$ cat src/axil_pkg.sv
package axil_pkg;

  localparam int AXIL_ADDR_W = 8;
  localparam int AXIL_DATA_W = 32;
  localparam int AXIL_STRB_W = AXIL_DATA_W / 8;

  localparam logic [1:0] RESP_OKAY = 2'b00;

  // master to slave
  typedef struct packed {
    logic                   awvalid;
    logic [AXIL_ADDR_W-1:0] awaddr;
    logic                   wvalid;
    logic [AXIL_DATA_W-1:0] wdata;
    logic [AXIL_STRB_W-1:0] wstrb;
    logic                   bready;
    logic                   arvalid;
    logic [AXIL_ADDR_W-1:0] araddr;
    logic                   rready;
  } axil_req_t;

  // slave to master
  typedef struct packed {
    logic                   awready;
    logic                   wready;
    logic                   bvalid;
    logic [1:0]             bresp;
    logic                   arready;
    logic                   rvalid;
    logic [AXIL_DATA_W-1:0] rdata;
    logic [1:0]             rresp;
  } axil_rsp_t;

endpackage

$ cat src/ethpipe_regs_pkg.sv
package ethpipe_regs_pkg;

  // ----------------------------------------
  // counter and timestamp slots
  // ----------------------------------------
  localparam int COUNTER_W      = 64;
  localparam int STAMP_W        = 48;
  localparam int NUM_SLOTS      = 4;
  localparam int SLOT_IDX_W     = $clog2(NUM_SLOTS);
  // two-stage request path ahead of the service edge
  localparam int CAPTURE_OFFSET = 2;

  // ----------------------------------------
  // status and interrupt moderation
  // ----------------------------------------
  localparam int STATUS_W  = 8;
  localparam int INTR_BIT  = 3;
  localparam int FLAG_HI_W = STATUS_W - INTR_BIT - 1;
  localparam int FLAG_LO_W = INTR_BIT;
  localparam int MOD_W     = 32;

  localparam logic [MOD_W-1:0] CLR_INTR_RST = 32'd2_500_000;
  localparam logic [MOD_W-1:0] SET_INTR_RST = 32'd2_500_000;

  // ----------------------------------------
  // register access and byte offsets
  // ----------------------------------------
  localparam int REG_ADDR_W = 6;
  localparam int REG_DATA_W = 32;
  localparam int REG_STRB_W = REG_DATA_W / 8;

  localparam logic [REG_ADDR_W+1:0] ADDR_STATUS    = 8'h00;
  localparam logic [REG_ADDR_W+1:0] ADDR_CNT_LO    = 8'h04;
  localparam logic [REG_ADDR_W+1:0] ADDR_CNT_HI    = 8'h08;
  localparam logic [REG_ADDR_W+1:0] ADDR_CLR_VAL   = 8'h10;
  localparam logic [REG_ADDR_W+1:0] ADDR_SET_VAL   = 8'h14;
  localparam logic [REG_ADDR_W+1:0] ADDR_SLOT_BASE = 8'h20;

  typedef struct packed {
    logic [FLAG_HI_W-1:0] flags_hi;
    logic                 intr;
    logic [FLAG_LO_W-1:0] flags_lo;
  } status_t;

  typedef struct packed {
    logic                  valid;
    logic                  write;
    logic [REG_ADDR_W-1:0] addr;
    logic [REG_DATA_W-1:0] wdata;
    logic [REG_STRB_W-1:0] strb;
  } reg_req_t;

  typedef logic [NUM_SLOTS-1:0][STAMP_W-1:0] slot_array_t;

endpackage

$ cat src/axil_reg_slave.sv
`timescale 1ns/1ps

module axil_reg_slave (
  input  logic                                             clk_125,
  input  logic                                             sys_rst,
  input  axil_pkg::axil_req_t                              axil_req_i,
  output axil_pkg::axil_rsp_t                              axil_rsp_o,
  output ethpipe_regs_pkg::reg_req_t                       reg_req_o,
  input  logic [ethpipe_regs_pkg::REG_DATA_W-1:0]          reg_rdata_i
);

  typedef enum logic [1:0] {
    ST_IDLE,
    ST_WRESP,
    ST_RWAIT,
    ST_RRESP
  } state_t;

  state_t state_q;

  logic wr_both;
  logic wr_accept;
  logic rd_accept;

  logic                                        req_valid_q;
  logic                                        req_write_q;
  logic [ethpipe_regs_pkg::REG_ADDR_W-1:0]     req_addr_q;
  logic [ethpipe_regs_pkg::REG_DATA_W-1:0]     req_wdata_q;
  logic [ethpipe_regs_pkg::REG_STRB_W-1:0]     req_strb_q;
  logic                                        bvalid_q;
  logic [axil_pkg::AXIL_DATA_W-1:0]            rdata_q;

  // aw and w are only taken together, writes win over reads
  assign wr_both   = axil_req_i.awvalid && axil_req_i.wvalid;
  assign wr_accept = (state_q == ST_IDLE) && wr_both;
  assign rd_accept = (state_q == ST_IDLE) && axil_req_i.arvalid && !wr_both;

  // ----------------------------------------
  // handshake FSM
  // ----------------------------------------
  always_ff @(posedge clk_125) begin
    if (sys_rst) begin
      state_q     <= ST_IDLE;
      req_valid_q <= 1'b0;
      bvalid_q    <= 1'b0;
    end else begin
      req_valid_q <= wr_accept || rd_accept;
      case (state_q)
        ST_IDLE: begin
          if (wr_accept) begin
            state_q <= ST_WRESP;
          end else if (rd_accept) begin
            state_q <= ST_RWAIT;
          end
        end
        ST_WRESP: begin
          // register is written on the same edge
          if (req_valid_q) begin
            bvalid_q <= 1'b1;
          end else if (bvalid_q && axil_req_i.bready) begin
            bvalid_q <= 1'b0;
            state_q  <= ST_IDLE;
          end
        end
        ST_RWAIT: begin
          if (!req_valid_q) begin
            state_q <= ST_RRESP;
          end
        end
        ST_RRESP: begin
          if (axil_req_i.rready) begin
            state_q <= ST_IDLE;
          end
        end
        default: state_q <= ST_IDLE;
      endcase
    end
  end

  // latched request and read data
  always_ff @(posedge clk_125) begin
    if (wr_accept) begin
      req_write_q <= 1'b1;
      req_addr_q  <= axil_req_i.awaddr[axil_pkg::AXIL_ADDR_W-1:2];
      req_wdata_q <= axil_req_i.wdata;
      req_strb_q  <= axil_req_i.wstrb;
    end else if (rd_accept) begin
      req_write_q <= 1'b0;
      req_addr_q  <= axil_req_i.araddr[axil_pkg::AXIL_ADDR_W-1:2];
    end
    if (state_q == ST_RWAIT && !req_valid_q) begin
      rdata_q <= reg_rdata_i;
    end
  end

  always_comb begin
    reg_req_o.valid = req_valid_q;
    reg_req_o.write = req_write_q;
    reg_req_o.addr  = req_addr_q;
    reg_req_o.wdata = req_wdata_q;
    reg_req_o.strb  = req_strb_q;
  end

  always_comb begin
    axil_rsp_o.awready = wr_accept;
    axil_rsp_o.wready  = wr_accept;
    axil_rsp_o.bvalid  = bvalid_q;
    axil_rsp_o.bresp   = axil_pkg::RESP_OKAY;
    axil_rsp_o.arready = rd_accept;
    axil_rsp_o.rvalid  = (state_q == ST_RRESP);
    axil_rsp_o.rdata   = rdata_q;
    axil_rsp_o.rresp   = axil_pkg::RESP_OKAY;
  end

endmodule

$ cat src/ctrl_regs.sv
`timescale 1ns/1ps

module ctrl_regs (
  input  logic                                        clk_125,
  input  logic                                        sys_rst,
  input  ethpipe_regs_pkg::reg_req_t                  reg_req_i,
  output logic [ethpipe_regs_pkg::REG_DATA_W-1:0]     reg_rdata_o,
  input  logic [ethpipe_regs_pkg::COUNTER_W-1:0]      counter_i,
  input  ethpipe_regs_pkg::slot_array_t               slots_i,
  input  logic                                        intr_flag_i,
  output logic                                        intr_ack_o,
  output logic [ethpipe_regs_pkg::MOD_W-1:0]          clr_val_o,
  output logic [ethpipe_regs_pkg::MOD_W-1:0]          set_val_o,
  output logic [ethpipe_regs_pkg::STATUS_W-1:0]       led_o
);

  logic [ethpipe_regs_pkg::FLAG_HI_W-1:0]   flags_hi_q;
  logic [ethpipe_regs_pkg::FLAG_LO_W-1:0]   flags_lo_q;
  logic [ethpipe_regs_pkg::MOD_W-1:0]       clr_val_q;
  logic [ethpipe_regs_pkg::MOD_W-1:0]       set_val_q;
  logic [ethpipe_regs_pkg::REG_DATA_W-1:0]  cnt_hi_shadow_q;
  logic [ethpipe_regs_pkg::REG_DATA_W-1:0]  rdata_q;
  logic [ethpipe_regs_pkg::REG_DATA_W-1:0]  rd_word;

  logic [ethpipe_regs_pkg::REG_ADDR_W+1:0]  byte_addr;
  logic [ethpipe_regs_pkg::REG_ADDR_W+1:0]  slot_off;
  logic [ethpipe_regs_pkg::SLOT_IDX_W-1:0]  slot_idx;
  logic [ethpipe_regs_pkg::STAMP_W-1:0]     slot_sel;
  logic                                     slot_hit;
  logic                                     wr_en;
  logic                                     rd_en;

  ethpipe_regs_pkg::status_t status_cur;
  ethpipe_regs_pkg::status_t status_wr;

  assign byte_addr = {reg_req_i.addr, 2'b00};
  assign wr_en     = reg_req_i.valid && reg_req_i.write;
  assign rd_en     = reg_req_i.valid && !reg_req_i.write;
  assign status_wr = ethpipe_regs_pkg::status_t'(
                       reg_req_i.wdata[ethpipe_regs_pkg::STATUS_W-1:0]);

  // interrupt bit comes from the moderator
  always_comb begin
    status_cur.flags_hi = flags_hi_q;
    status_cur.intr     = intr_flag_i;
    status_cur.flags_lo = flags_lo_q;
  end

  // host writes 0 to the intr bit to acknowledge
  assign intr_ack_o = wr_en && (byte_addr == ethpipe_regs_pkg::ADDR_STATUS) &&
                      reg_req_i.strb[0] && !status_wr.intr;

  // ----------------------------------------
  // register writes
  // ----------------------------------------
  always_ff @(posedge clk_125) begin
    if (sys_rst) begin
      flags_hi_q      <= '0;
      flags_lo_q      <= '0;
      clr_val_q       <= ethpipe_regs_pkg::CLR_INTR_RST;
      set_val_q       <= ethpipe_regs_pkg::SET_INTR_RST;
      cnt_hi_shadow_q <= '0;
    end else begin
      if (wr_en && byte_addr == ethpipe_regs_pkg::ADDR_STATUS && reg_req_i.strb[0]) begin
        flags_hi_q <= status_wr.flags_hi;
        flags_lo_q <= status_wr.flags_lo;
      end
      for (int b = 0; b < ethpipe_regs_pkg::REG_STRB_W; b++) begin
        if (wr_en && reg_req_i.strb[b]) begin
          if (byte_addr == ethpipe_regs_pkg::ADDR_CLR_VAL) begin
            clr_val_q[8*b +: 8] <= reg_req_i.wdata[8*b +: 8];
          end
          if (byte_addr == ethpipe_regs_pkg::ADDR_SET_VAL) begin
            set_val_q[8*b +: 8] <= reg_req_i.wdata[8*b +: 8];
          end
        end
      end
      // low word read freezes the high word
      if (rd_en && byte_addr == ethpipe_regs_pkg::ADDR_CNT_LO) begin
        cnt_hi_shadow_q <= counter_i[ethpipe_regs_pkg::COUNTER_W-1:
                                     ethpipe_regs_pkg::REG_DATA_W];
      end
    end
  end

  // ----------------------------------------
  // read mux
  // ----------------------------------------
  assign slot_off = byte_addr - ethpipe_regs_pkg::ADDR_SLOT_BASE;
  assign slot_idx = slot_off[3 +: ethpipe_regs_pkg::SLOT_IDX_W];
  assign slot_sel = slots_i[slot_idx];
  assign slot_hit = (byte_addr >= ethpipe_regs_pkg::ADDR_SLOT_BASE) &&
                    (slot_off < 8 * ethpipe_regs_pkg::NUM_SLOTS);

  always_comb begin
    rd_word = '0;
    case (byte_addr)
      ethpipe_regs_pkg::ADDR_STATUS:  rd_word[ethpipe_regs_pkg::STATUS_W-1:0] = status_cur;
      ethpipe_regs_pkg::ADDR_CNT_LO:  rd_word = counter_i[ethpipe_regs_pkg::REG_DATA_W-1:0];
      ethpipe_regs_pkg::ADDR_CNT_HI:  rd_word = cnt_hi_shadow_q;
      ethpipe_regs_pkg::ADDR_CLR_VAL: rd_word = clr_val_q;
      ethpipe_regs_pkg::ADDR_SET_VAL: rd_word = set_val_q;
      default: begin
        if (slot_hit) begin
          // odd word of a slot holds the top 16 bits
          if (slot_off[2]) begin
            rd_word[ethpipe_regs_pkg::STAMP_W-ethpipe_regs_pkg::REG_DATA_W-1:0] =
              slot_sel[ethpipe_regs_pkg::STAMP_W-1:ethpipe_regs_pkg::REG_DATA_W];
          end else begin
            rd_word = slot_sel[ethpipe_regs_pkg::REG_DATA_W-1:0];
          end
        end
      end
    endcase
  end

  always_ff @(posedge clk_125) begin
    if (rd_en) begin
      rdata_q <= rd_word;
    end
  end

  assign reg_rdata_o = rdata_q;
  assign clr_val_o   = clr_val_q;
  assign set_val_o   = set_val_q;
  assign led_o       = ~status_cur;

endmodule

$ cat src/ethpipe_ctrl_top.sv
`timescale 1ns/1ps

module ethpipe_ctrl_top (
  input  logic                                    clk_125,
  input  logic                                    sys_rst,
  input  axil_pkg::axil_req_t                     axil_req_i,
  output axil_pkg::axil_rsp_t                     axil_rsp_o,
  input  logic                                    event_req_i,
  input  logic [ethpipe_regs_pkg::NUM_SLOTS-1:0]  time_req_i,
  output logic                                    sys_intr_o,
  output logic [ethpipe_regs_pkg::STATUS_W-1:0]   led_o
);

  ethpipe_regs_pkg::reg_req_t               reg_req;
  logic [ethpipe_regs_pkg::REG_DATA_W-1:0]  reg_rdata;
  logic [ethpipe_regs_pkg::COUNTER_W-1:0]   counter;
  ethpipe_regs_pkg::slot_array_t            slots;
  logic                                     intr_flag;
  logic                                     intr_ack;
  logic [ethpipe_regs_pkg::MOD_W-1:0]       clr_val;
  logic [ethpipe_regs_pkg::MOD_W-1:0]       set_val;

  axil_reg_slave i_axil_reg_slave (
    .clk_125     (clk_125),
    .sys_rst     (sys_rst),
    .axil_req_i  (axil_req_i),
    .axil_rsp_o  (axil_rsp_o),
    .reg_req_o   (reg_req),
    .reg_rdata_i (reg_rdata)
  );

  ctrl_regs i_ctrl_regs (
    .clk_125     (clk_125),
    .sys_rst     (sys_rst),
    .reg_req_i   (reg_req),
    .reg_rdata_o (reg_rdata),
    .counter_i   (counter),
    .slots_i     (slots),
    .intr_flag_i (intr_flag),
    .intr_ack_o  (intr_ack),
    .clr_val_o   (clr_val),
    .set_val_o   (set_val),
    .led_o       (led_o)
  );

  intr_moderator i_intr_moderator (
    .clk_125     (clk_125),
    .sys_rst     (sys_rst),
    .event_req_i (event_req_i),
    .intr_ack_i  (intr_ack),
    .clr_val_i   (clr_val),
    .set_val_i   (set_val),
    .intr_flag_o (intr_flag)
  );

  time_capture i_time_capture (
    .clk_125    (clk_125),
    .sys_rst    (sys_rst),
    .time_req_i (time_req_i),
    .counter_o  (counter),
    .slots_o    (slots)
  );

  assign sys_intr_o = intr_flag;

endmodule

$ cat src/intr_moderator.sv
`timescale 1ns/1ps

module intr_moderator (
  input  logic                                clk_125,
  input  logic                                sys_rst,
  input  logic                                event_req_i,
  input  logic                                intr_ack_i,
  input  logic [ethpipe_regs_pkg::MOD_W-1:0]  clr_val_i,
  input  logic [ethpipe_regs_pkg::MOD_W-1:0]  set_val_i,
  output logic                                intr_flag_o
);

  logic                               flag_q;
  logic [ethpipe_regs_pkg::MOD_W-1:0] hold_off_q;
  logic [ethpipe_regs_pkg::MOD_W-1:0] hold_cnt_q;
  logic                               hold_off_done;

  assign hold_off_done = (hold_off_q == '0);

  always_ff @(posedge clk_125) begin
    if (sys_rst) begin
      flag_q     <= 1'b0;
      hold_off_q <= '0;
      hold_cnt_q <= '0;
    end else if (intr_ack_i) begin
      // ack starts the hold-off window
      flag_q     <= 1'b0;
      hold_off_q <= clr_val_i;
      hold_cnt_q <= '0;
    end else begin
      if (!hold_off_done) begin
        hold_off_q <= hold_off_q - 1'b1;
      end
      if (event_req_i && hold_off_done) begin
        flag_q     <= 1'b1;
        hold_cnt_q <= '0;
      end else if (flag_q) begin
        // assert time reached
        if (hold_cnt_q == set_val_i) begin
          flag_q <= 1'b0;
        end
        hold_cnt_q <= hold_cnt_q + 1'b1;
      end else begin
        hold_cnt_q <= '0;
      end
    end
  end

  assign intr_flag_o = flag_q;

endmodule

$ cat src/time_capture.sv
`timescale 1ns/1ps

module time_capture (
  input  logic                                       clk_125,
  input  logic                                       sys_rst,
  input  logic [ethpipe_regs_pkg::NUM_SLOTS-1:0]     time_req_i,
  output logic [ethpipe_regs_pkg::COUNTER_W-1:0]     counter_o,
  output ethpipe_regs_pkg::slot_array_t              slots_o
);

  logic [ethpipe_regs_pkg::COUNTER_W-1:0] counter_q;
  logic [ethpipe_regs_pkg::NUM_SLOTS-1:0] req_q;
  logic [ethpipe_regs_pkg::NUM_SLOTS-1:0] pending_q;
  logic [ethpipe_regs_pkg::NUM_SLOTS-1:0] service;
  logic [ethpipe_regs_pkg::STAMP_W-1:0]   stamp;
  ethpipe_regs_pkg::slot_array_t          slots_q;

  // lowest pending slot wins
  assign service = pending_q & (~pending_q + 1'b1);

  // back out the request pipeline delay
  assign stamp = counter_q[ethpipe_regs_pkg::STAMP_W-1:0] -
                 ethpipe_regs_pkg::CAPTURE_OFFSET;

  always_ff @(posedge clk_125) begin
    if (sys_rst) begin
      counter_q <= '0;
      req_q     <= '0;
      pending_q <= '0;
    end else begin
      counter_q <= counter_q + 1'b1;
      req_q     <= time_req_i;
      pending_q <= (pending_q & ~service) | req_q;
    end
  end

  // ----------------------------------------
  // slot storage
  // ----------------------------------------
  always_ff @(posedge clk_125) begin
    for (int k = 0; k < ethpipe_regs_pkg::NUM_SLOTS; k++) begin
      if (service[k]) begin
        slots_q[k] <= stamp;
      end
    end
  end

  assign counter_o = counter_q;
  assign slots_o   = slots_q;

endmodule
$ cat config.mk
export PLATFORM = sky130hd
export DESIGN_NAME = ethpipe_ctrl_top
export DESIGN_NICKNAME = d
export VERILOG_FILES = /design/src/axil_pkg.sv /design/src/ethpipe_regs_pkg.sv /design/src/axil_reg_slave.sv /design/src/ctrl_regs.sv /design/src/ethpipe_ctrl_top.sv /design/src/intr_moderator.sv /design/src/time_capture.sv
export SDC_FILE = /design/constraint.sdc
export NUM_CORES = 1
export LEC_CHECK = 0
export ABC_AREA = 0
export BUFFER_PORTS_ARGS = -buffer_cell sky130_fd_sc_hd__buf_2
export CORE_ASPECT_RATIO = 1.25
export CORE_MARGIN = 8
export CORE_UTILIZATION = 30
export CTS_BUF_LIST = sky130_fd_sc_hd__clkbuf_4 sky130_fd_sc_hd__clkbuf_8 sky130_fd_sc_hd__clkbuf_16
export DETAILED_ROUTE_END_ITERATION = 16
export PLACE_DENSITY_LB_ADDON = 0.3
export RECOVER_POWER = 100
export SYNTH_ARGS = -nofsm -noshare
export SYNTH_HDL_FRONTEND = slang
export SYNTH_SLANG_ARGS = --single-unit
$ cat constraint.sdc
create_clock -name clk_125 -period 5.3 [get_ports clk_125]
set_input_delay 1.06 -clock clk_125 [delete_from_list [all_inputs] [get_ports clk_125]]
set_output_delay 1.06 -clock clk_125 [all_outputs]
set_load 0.02 [all_outputs]
# Word-level counts from Yosys, hierarchy flattened
# Index checks and enable logic that the tools add are counted.
# word_totals
regBits	543
input_bits	64
out_inout_bits	50
# classes
addsub	6
magnitude_cmp	3
eq_ne	14
n_mux	23
bitwise_logic	7
n_reduce_logical	40
# op_table
op	count
case mux 24 bit (5 select lines)	1
binary-select mux 48 bit (select 2 bit)	1
2-to-1 mux 32 bit	3
adder 64 x 1 -> 64 bit (second input constant)	1
2-to-1 mux 48 bit	1
subtractor 48 x 2 -> 48 bit (second input constant)	1
case mux 8 bit (5 select lines)	1
adder 32 x 1 -> 32 bit (second input constant)	1
== test 32 bit	1
logical NOT 32 bit	1
2-to-1 mux 16 bit	2
subtractor 32 x 1 -> 32 bit (second input constant)	1
logical AND 1 bit	18
AND reduction 2 bit	9
== test 6 x 3 -> 1 bit (second input constant)	2
2-to-1 mux 2 bit	6
2-to-1 mux 6 bit	2
bitwise AND 4 bit	2
greater-or-equal comparator 8 x 6 -> 1 bit (second input constant)	1
logical NOT 8 bit	1
less-than comparator 8 x 6 -> 1 bit (second input constant)	1
!= test 2 bit (second input constant)	4
inverter 4 bit	2
inverter 8 bit	1
other kinds (20)	29

# Depth between registers and ports, before layout
# logic_depth
ltp_word	6
mapped_depth	9

# By module
# Synthesis repeated with hierarchy kept, for this count alone.
# hier_totals
hier_cells	1991
area_unflattened_um2	23446.2
# by_module_without_submodules
mod	instances	cells_per_inst	area_per_inst_um2
time_capture	1	737	10159.7
ctrl_regs	1	699	7030.5
intr_moderator	1	434	3627.2
axil_reg_slave	1	121	2628.8

# Worst setup path after synthesis
# Ideal clock, no wire load.
# synth_path
kind	input to output
from	input port axil_req_i[56] (netlist name)
to	output port axil_rsp_o[39] (netlist name)
arrival_ns	4.624
required_time_ns	4.240
setup_slack_ns	-0.384
cell_stages	3
path_buffers	1
path_cell_list	nand2_1 > nor3_1 > buf_4
# synth_between
elab_chain_cells	2
# synth_lines
item	line	rtl
from (decl)	ethpipe_ctrl_top.sv:6	input axil_pkg::axil_req_t axil_req_i,
logical AND 1 bit	axil_reg_slave.sv:34	assign wr_both = axil_req_i.awvalid && axil_req_i.wvalid;
logical AND 1 bit	axil_reg_slave.sv:35	assign wr_accept = (state_q == ST_IDLE) && wr_both;
to (decl)	ethpipe_ctrl_top.sv:7	output axil_pkg::axil_rsp_t axil_rsp_o,
# Every way passes these cells.

==> results by group <==
Outcome
  – Status: finished, violations left
  – Failing checks: max-capacitance violations, max-slew violations

Pwr
  – Worst VDD drop: 0.209 mV
  – Leak Pwr: 8.64 nW
  – Total power: between 0.01 and 0.015 W
  – PD cells: 413 nW/um2

Route
  – Routed wire length per instance: 21.2 um
  – DR iter-0 viols: 1,206
  – Via count: 16,130
  – TritonRoute pass-1 iters: 6
  – Post-route ant nets: 0
  – DR DRC count: 0
  – Drt via density: 5.20
  – Drt total wl: 65,900 um

Clock network
  – CTS tree: yes
  – Sink Count: 543
  – Clock buffer depth: 3
  – Clock Latency Late Sink: around 0.62 ns
  – Post-CTS Repair Setup Buffers: 0
  – Number of buffers created by CTS: 53
  – Clock transition at the registers of the reported paths: 0.06 ns
  – Htree depth: 2
  – Clk root buf: clkbuf_16
  – Post-CTS Resized: 0
  – CTS hold repair buffers: 0

Synthesis
  – Ys flop type: edfxtp_1
  – Asr flop ratio synth: 0%
  – Synth Area in XOR/XNOR: 6.01%
  – Synth warn: 0
  – Simple-Gate Fraction of Synth Area: between 15 and 20%
  – Flops & latches, synth: 543
  – Mux share of post-synthesis cell area: around 6.4%
  – Seq/Total Area, Yosys: 59.8%
  – Largest family of logic cells by synthesized area: simple AND/OR/NAND/NOR gates
  – Compound-Gate Fraction of Synth Area: 8.40%
  – Cells after Synth: 2,024
  – Cell Area, Synth: 23,200 um2
  – Adder-cell area share of the yosys netlist: 0.324%
  – Mapped Avg Cell Area: 11.4 um2
  – Netlist cell types: ~70
  – Post-synth EDFFs: a little under 300

Layout
  – Share of layout cells above drive strength 1: 11.6%
  – Ant diodes: 0
  – Most common cell after layout, fill and taps aside: edfxtp_1
  – Most frequent cells in the layout: edfxtp_1 (298), dfxtp_1 (244), nand2_1 (231)
  – Layout area overhead: 13.7%
  – Finished Cell Area: ~26,000 um2
  – Nets: ~2,100
  – Post-layout util: 34.3%

Placement
  – Final HPWL DP: 46,300 um
  – Dpl cell area: 24,700 um2
  – RD Place Congestion: 0.843
  – I/O Buffers: ~110

Global route
  – Global-route wire length before repair: between 90,000 and 100,000 um
  – Met3 usage: 2.51%
  – Vias in the first global route: between 15,000 and 20,000
  – Met2 usage: 26.5%
  – Initial antenna violation count: 0
  – Largest net degree at the start of global routing: 65
  – Total GRT Usage: ~15%
  – Met1 GRT Util: 17.1%
  – Total grt overflow: 0
  – Busiest grt layer: met2

Setup path
  – Maximum fanout along the worst path: 56
  – Critical setup path kind: primary input to register
  – Cell count of the worst reg-to-reg path: 7
  – Worst r2r src: i_axil_reg_slave.req_addr_q[4]
  – Critical Path RT: 5.79 ns
  – CP Launch Type: primary input
  – Worst path arrival time: 4.72 ns
  – R2r endpoint: i_ctrl_regs.cnt_hi_shadow_q[2]
  – Reg2reg setup slack: roughly 1.1 ns
  – Worst setup EP type: register

Hold path
  – Hold endpoint: i_axil_reg_slave.rdata_q[5]
  – WHS Path Cells: 0
  – Worst hold path startpoint: i_ctrl_regs.reg_rdata_o[5]
  – Min-delay worst type: register to register

Timing
  – Max Slew Vio Count: between 300 and 400
  – Fin Clk Skew: 0.0217 ns
  – Hold WS: 0.414 ns
  – Worst-margin pin slew: around 3.4 ns
  – Fmax: 0.236 GHz
  – Slew HR: -124%
  – Crit share post-route: roughly 80%
  – RSZ-0062 raised after global routing: false
  – Setup_tns: 0 ns
  – Setup violators final: 0
  – Hold Vio Cnt, Final: 0
  – Post-layout min period: 4.23 ns

Flow run
  – Max Cap Violations: 8

Floorplanning
  – Die height: 327 um
  – Die area: 86,400 um2
  – Initial core utilization: approximately 30%
  – I/O Pins: 114
  – Die width: 265 um
  – FP Rows: 114
  – Total core area: 76,900 um2
[stage by stage]
step           std cells  worst slack [ns]
2_1_floorplan       2027             0.184
3_3_place_gp        3001              1.82
3_5_place_dp        3001              1.75
4_1_cts             3101              1.74
5_1_grt             3102             0.828
6_report            3102              1.07
[cell type report]
class / instances / area [um2]
clock buffers: 67 / 1470
repair buffers: 141 / 697
inverters: 30 / 113
multi-input cells: 1302 / 8600
clock inverters: 33 / 385
flip-flops and latches: 543 / 13900
well taps: 986 / 1230
fillers: 7581 / 50500
[power breakdown]
part | internal (W) | total [W] | leakage (nW) | switching (W)
sequential | 0.00478 | 0.00498 | 4.67 | 0.000203
combinational | 0.000632 | 0.00190 | 3.05 | 0.00127
clock | 0.00232 | 0.00401 | 0.924 | 0.00169
total | 0.00773 | 0.0109 | 8.64 | 0.00316
[worst max path at each step]
stage / to / startpoint / slack (ns) / depth (start not counted)
3_5_place_dp: i_ctrl_regs.cnt_hi_shadow_q[3] / i_axil_reg_slave.req_addr_q[4] / 1.75 / 7
5_1_grt: i_axil_reg_slave.req_addr_q[1] / axil_req_i[56] / 0.83 / 5
6_report: i_intr_moderator.hold_off_q[17] / sys_rst / 1.07 / 5
3_3_place_gp: i_ctrl_regs.cnt_hi_shadow_q[19] / i_axil_reg_slave.req_addr_q[4] / 1.82 / 7
2_1_floorplan: i_time_capture.slots_o[100] / i_time_capture.pending_q[0] / 0.18 / 1
4_1_cts: i_ctrl_regs.cnt_hi_shadow_q[22] / i_axil_reg_slave.req_addr_q[4] / 1.74 / 7
[logic make-up (layout without fill, tap and decap cells)]
group           Yosys count  in the layout
other cells               1              4
simple gates            732            732
buf+inv                 182            271
mux                      87             87
xor+xnor                159            159
compound gates          314            314
flops                   543            543
fa+ha+maj                 6              6
[cell usage after synthesis (5+ instances only)]
master / instances / area (um2)
a31oi_1: 6 / 37.5
nor2_1: 125 / 469
mux2_2: 13 / 146
nand4_1: 37 / 231
a22oi_1: 19 / 143
xor2_1: 111 / 972
or3_1: 18 / 113
clkbuf_1: 121 / 454
buf_2: 12 / 60.1
nand3_1: 126 / 631
or4_1: 34 / 255
edfxtp_1: 298 / 8950
and2_1: 7 / 43.8
inv_1: 30 / 113
ha_1: 6 / 75.1
buf_4: 8 / 60.1
nand2_1: 231 / 867
and3_1: 20 / 125
mux2i_1: 26 / 260
a211oi_1: 7 / 52.6
dfxtp_1: 245 / 4900
xnor2_1: 48 / 420
nor3_1: 33 / 165
and4_1: 16 / 140
a221oi_1: 5 / 43.8
nor4_1: 43 / 269
o31ai_1: 24 / 180
mux4_2: 48 / 1080
buf_1: 8 / 30.0
a21oi_1: 132 / 661
nor2b_1: 11 / 68.8
a222oi_1: 27 / 270
o21ai_0: 69 / 345
[state kept, by name, indices dropped and copies added, names as in the netlist, 2 cells and up]
register                      cells
i_axil_reg_slave.rdata_q         32
i_axil_reg_slave.req_addr_q       6
i_axil_reg_slave.req_strb_q       4
i_axil_reg_slave.req_wdata_q     32
i_axil_reg_slave.state_q          2
i_ctrl_regs.clr_val_o            32
i_ctrl_regs.cnt_hi_shadow_q      32
i_ctrl_regs.flags_hi_q            4
i_ctrl_regs.flags_lo_q            3
i_ctrl_regs.reg_rdata_o          32
i_ctrl_regs.set_val_o            32
i_intr_moderator.hold_cnt_q      32
i_intr_moderator.hold_off_q      32
i_time_capture.counter_o         64
i_time_capture.pending_q          4
i_time_capture.req_q              4
i_time_capture.slots_o          192
[worst max-delay path, cell delays in order]
cell,delay (ns)
clkbuf_1,2.01
inv_1,0.69
and3_1,0.45
or3_1,0.32
o2111a_1,0.14
[layer usage]
metal | part of all wire, % | wire [um]
met5 | 0 | 0
met4 | 4.6 | 3040
met3 | 5.0 | 3320
met2 | 51 | 33500
met1 | 39 | 26000
Note: power is estimated with default switching activity, not from simulation.
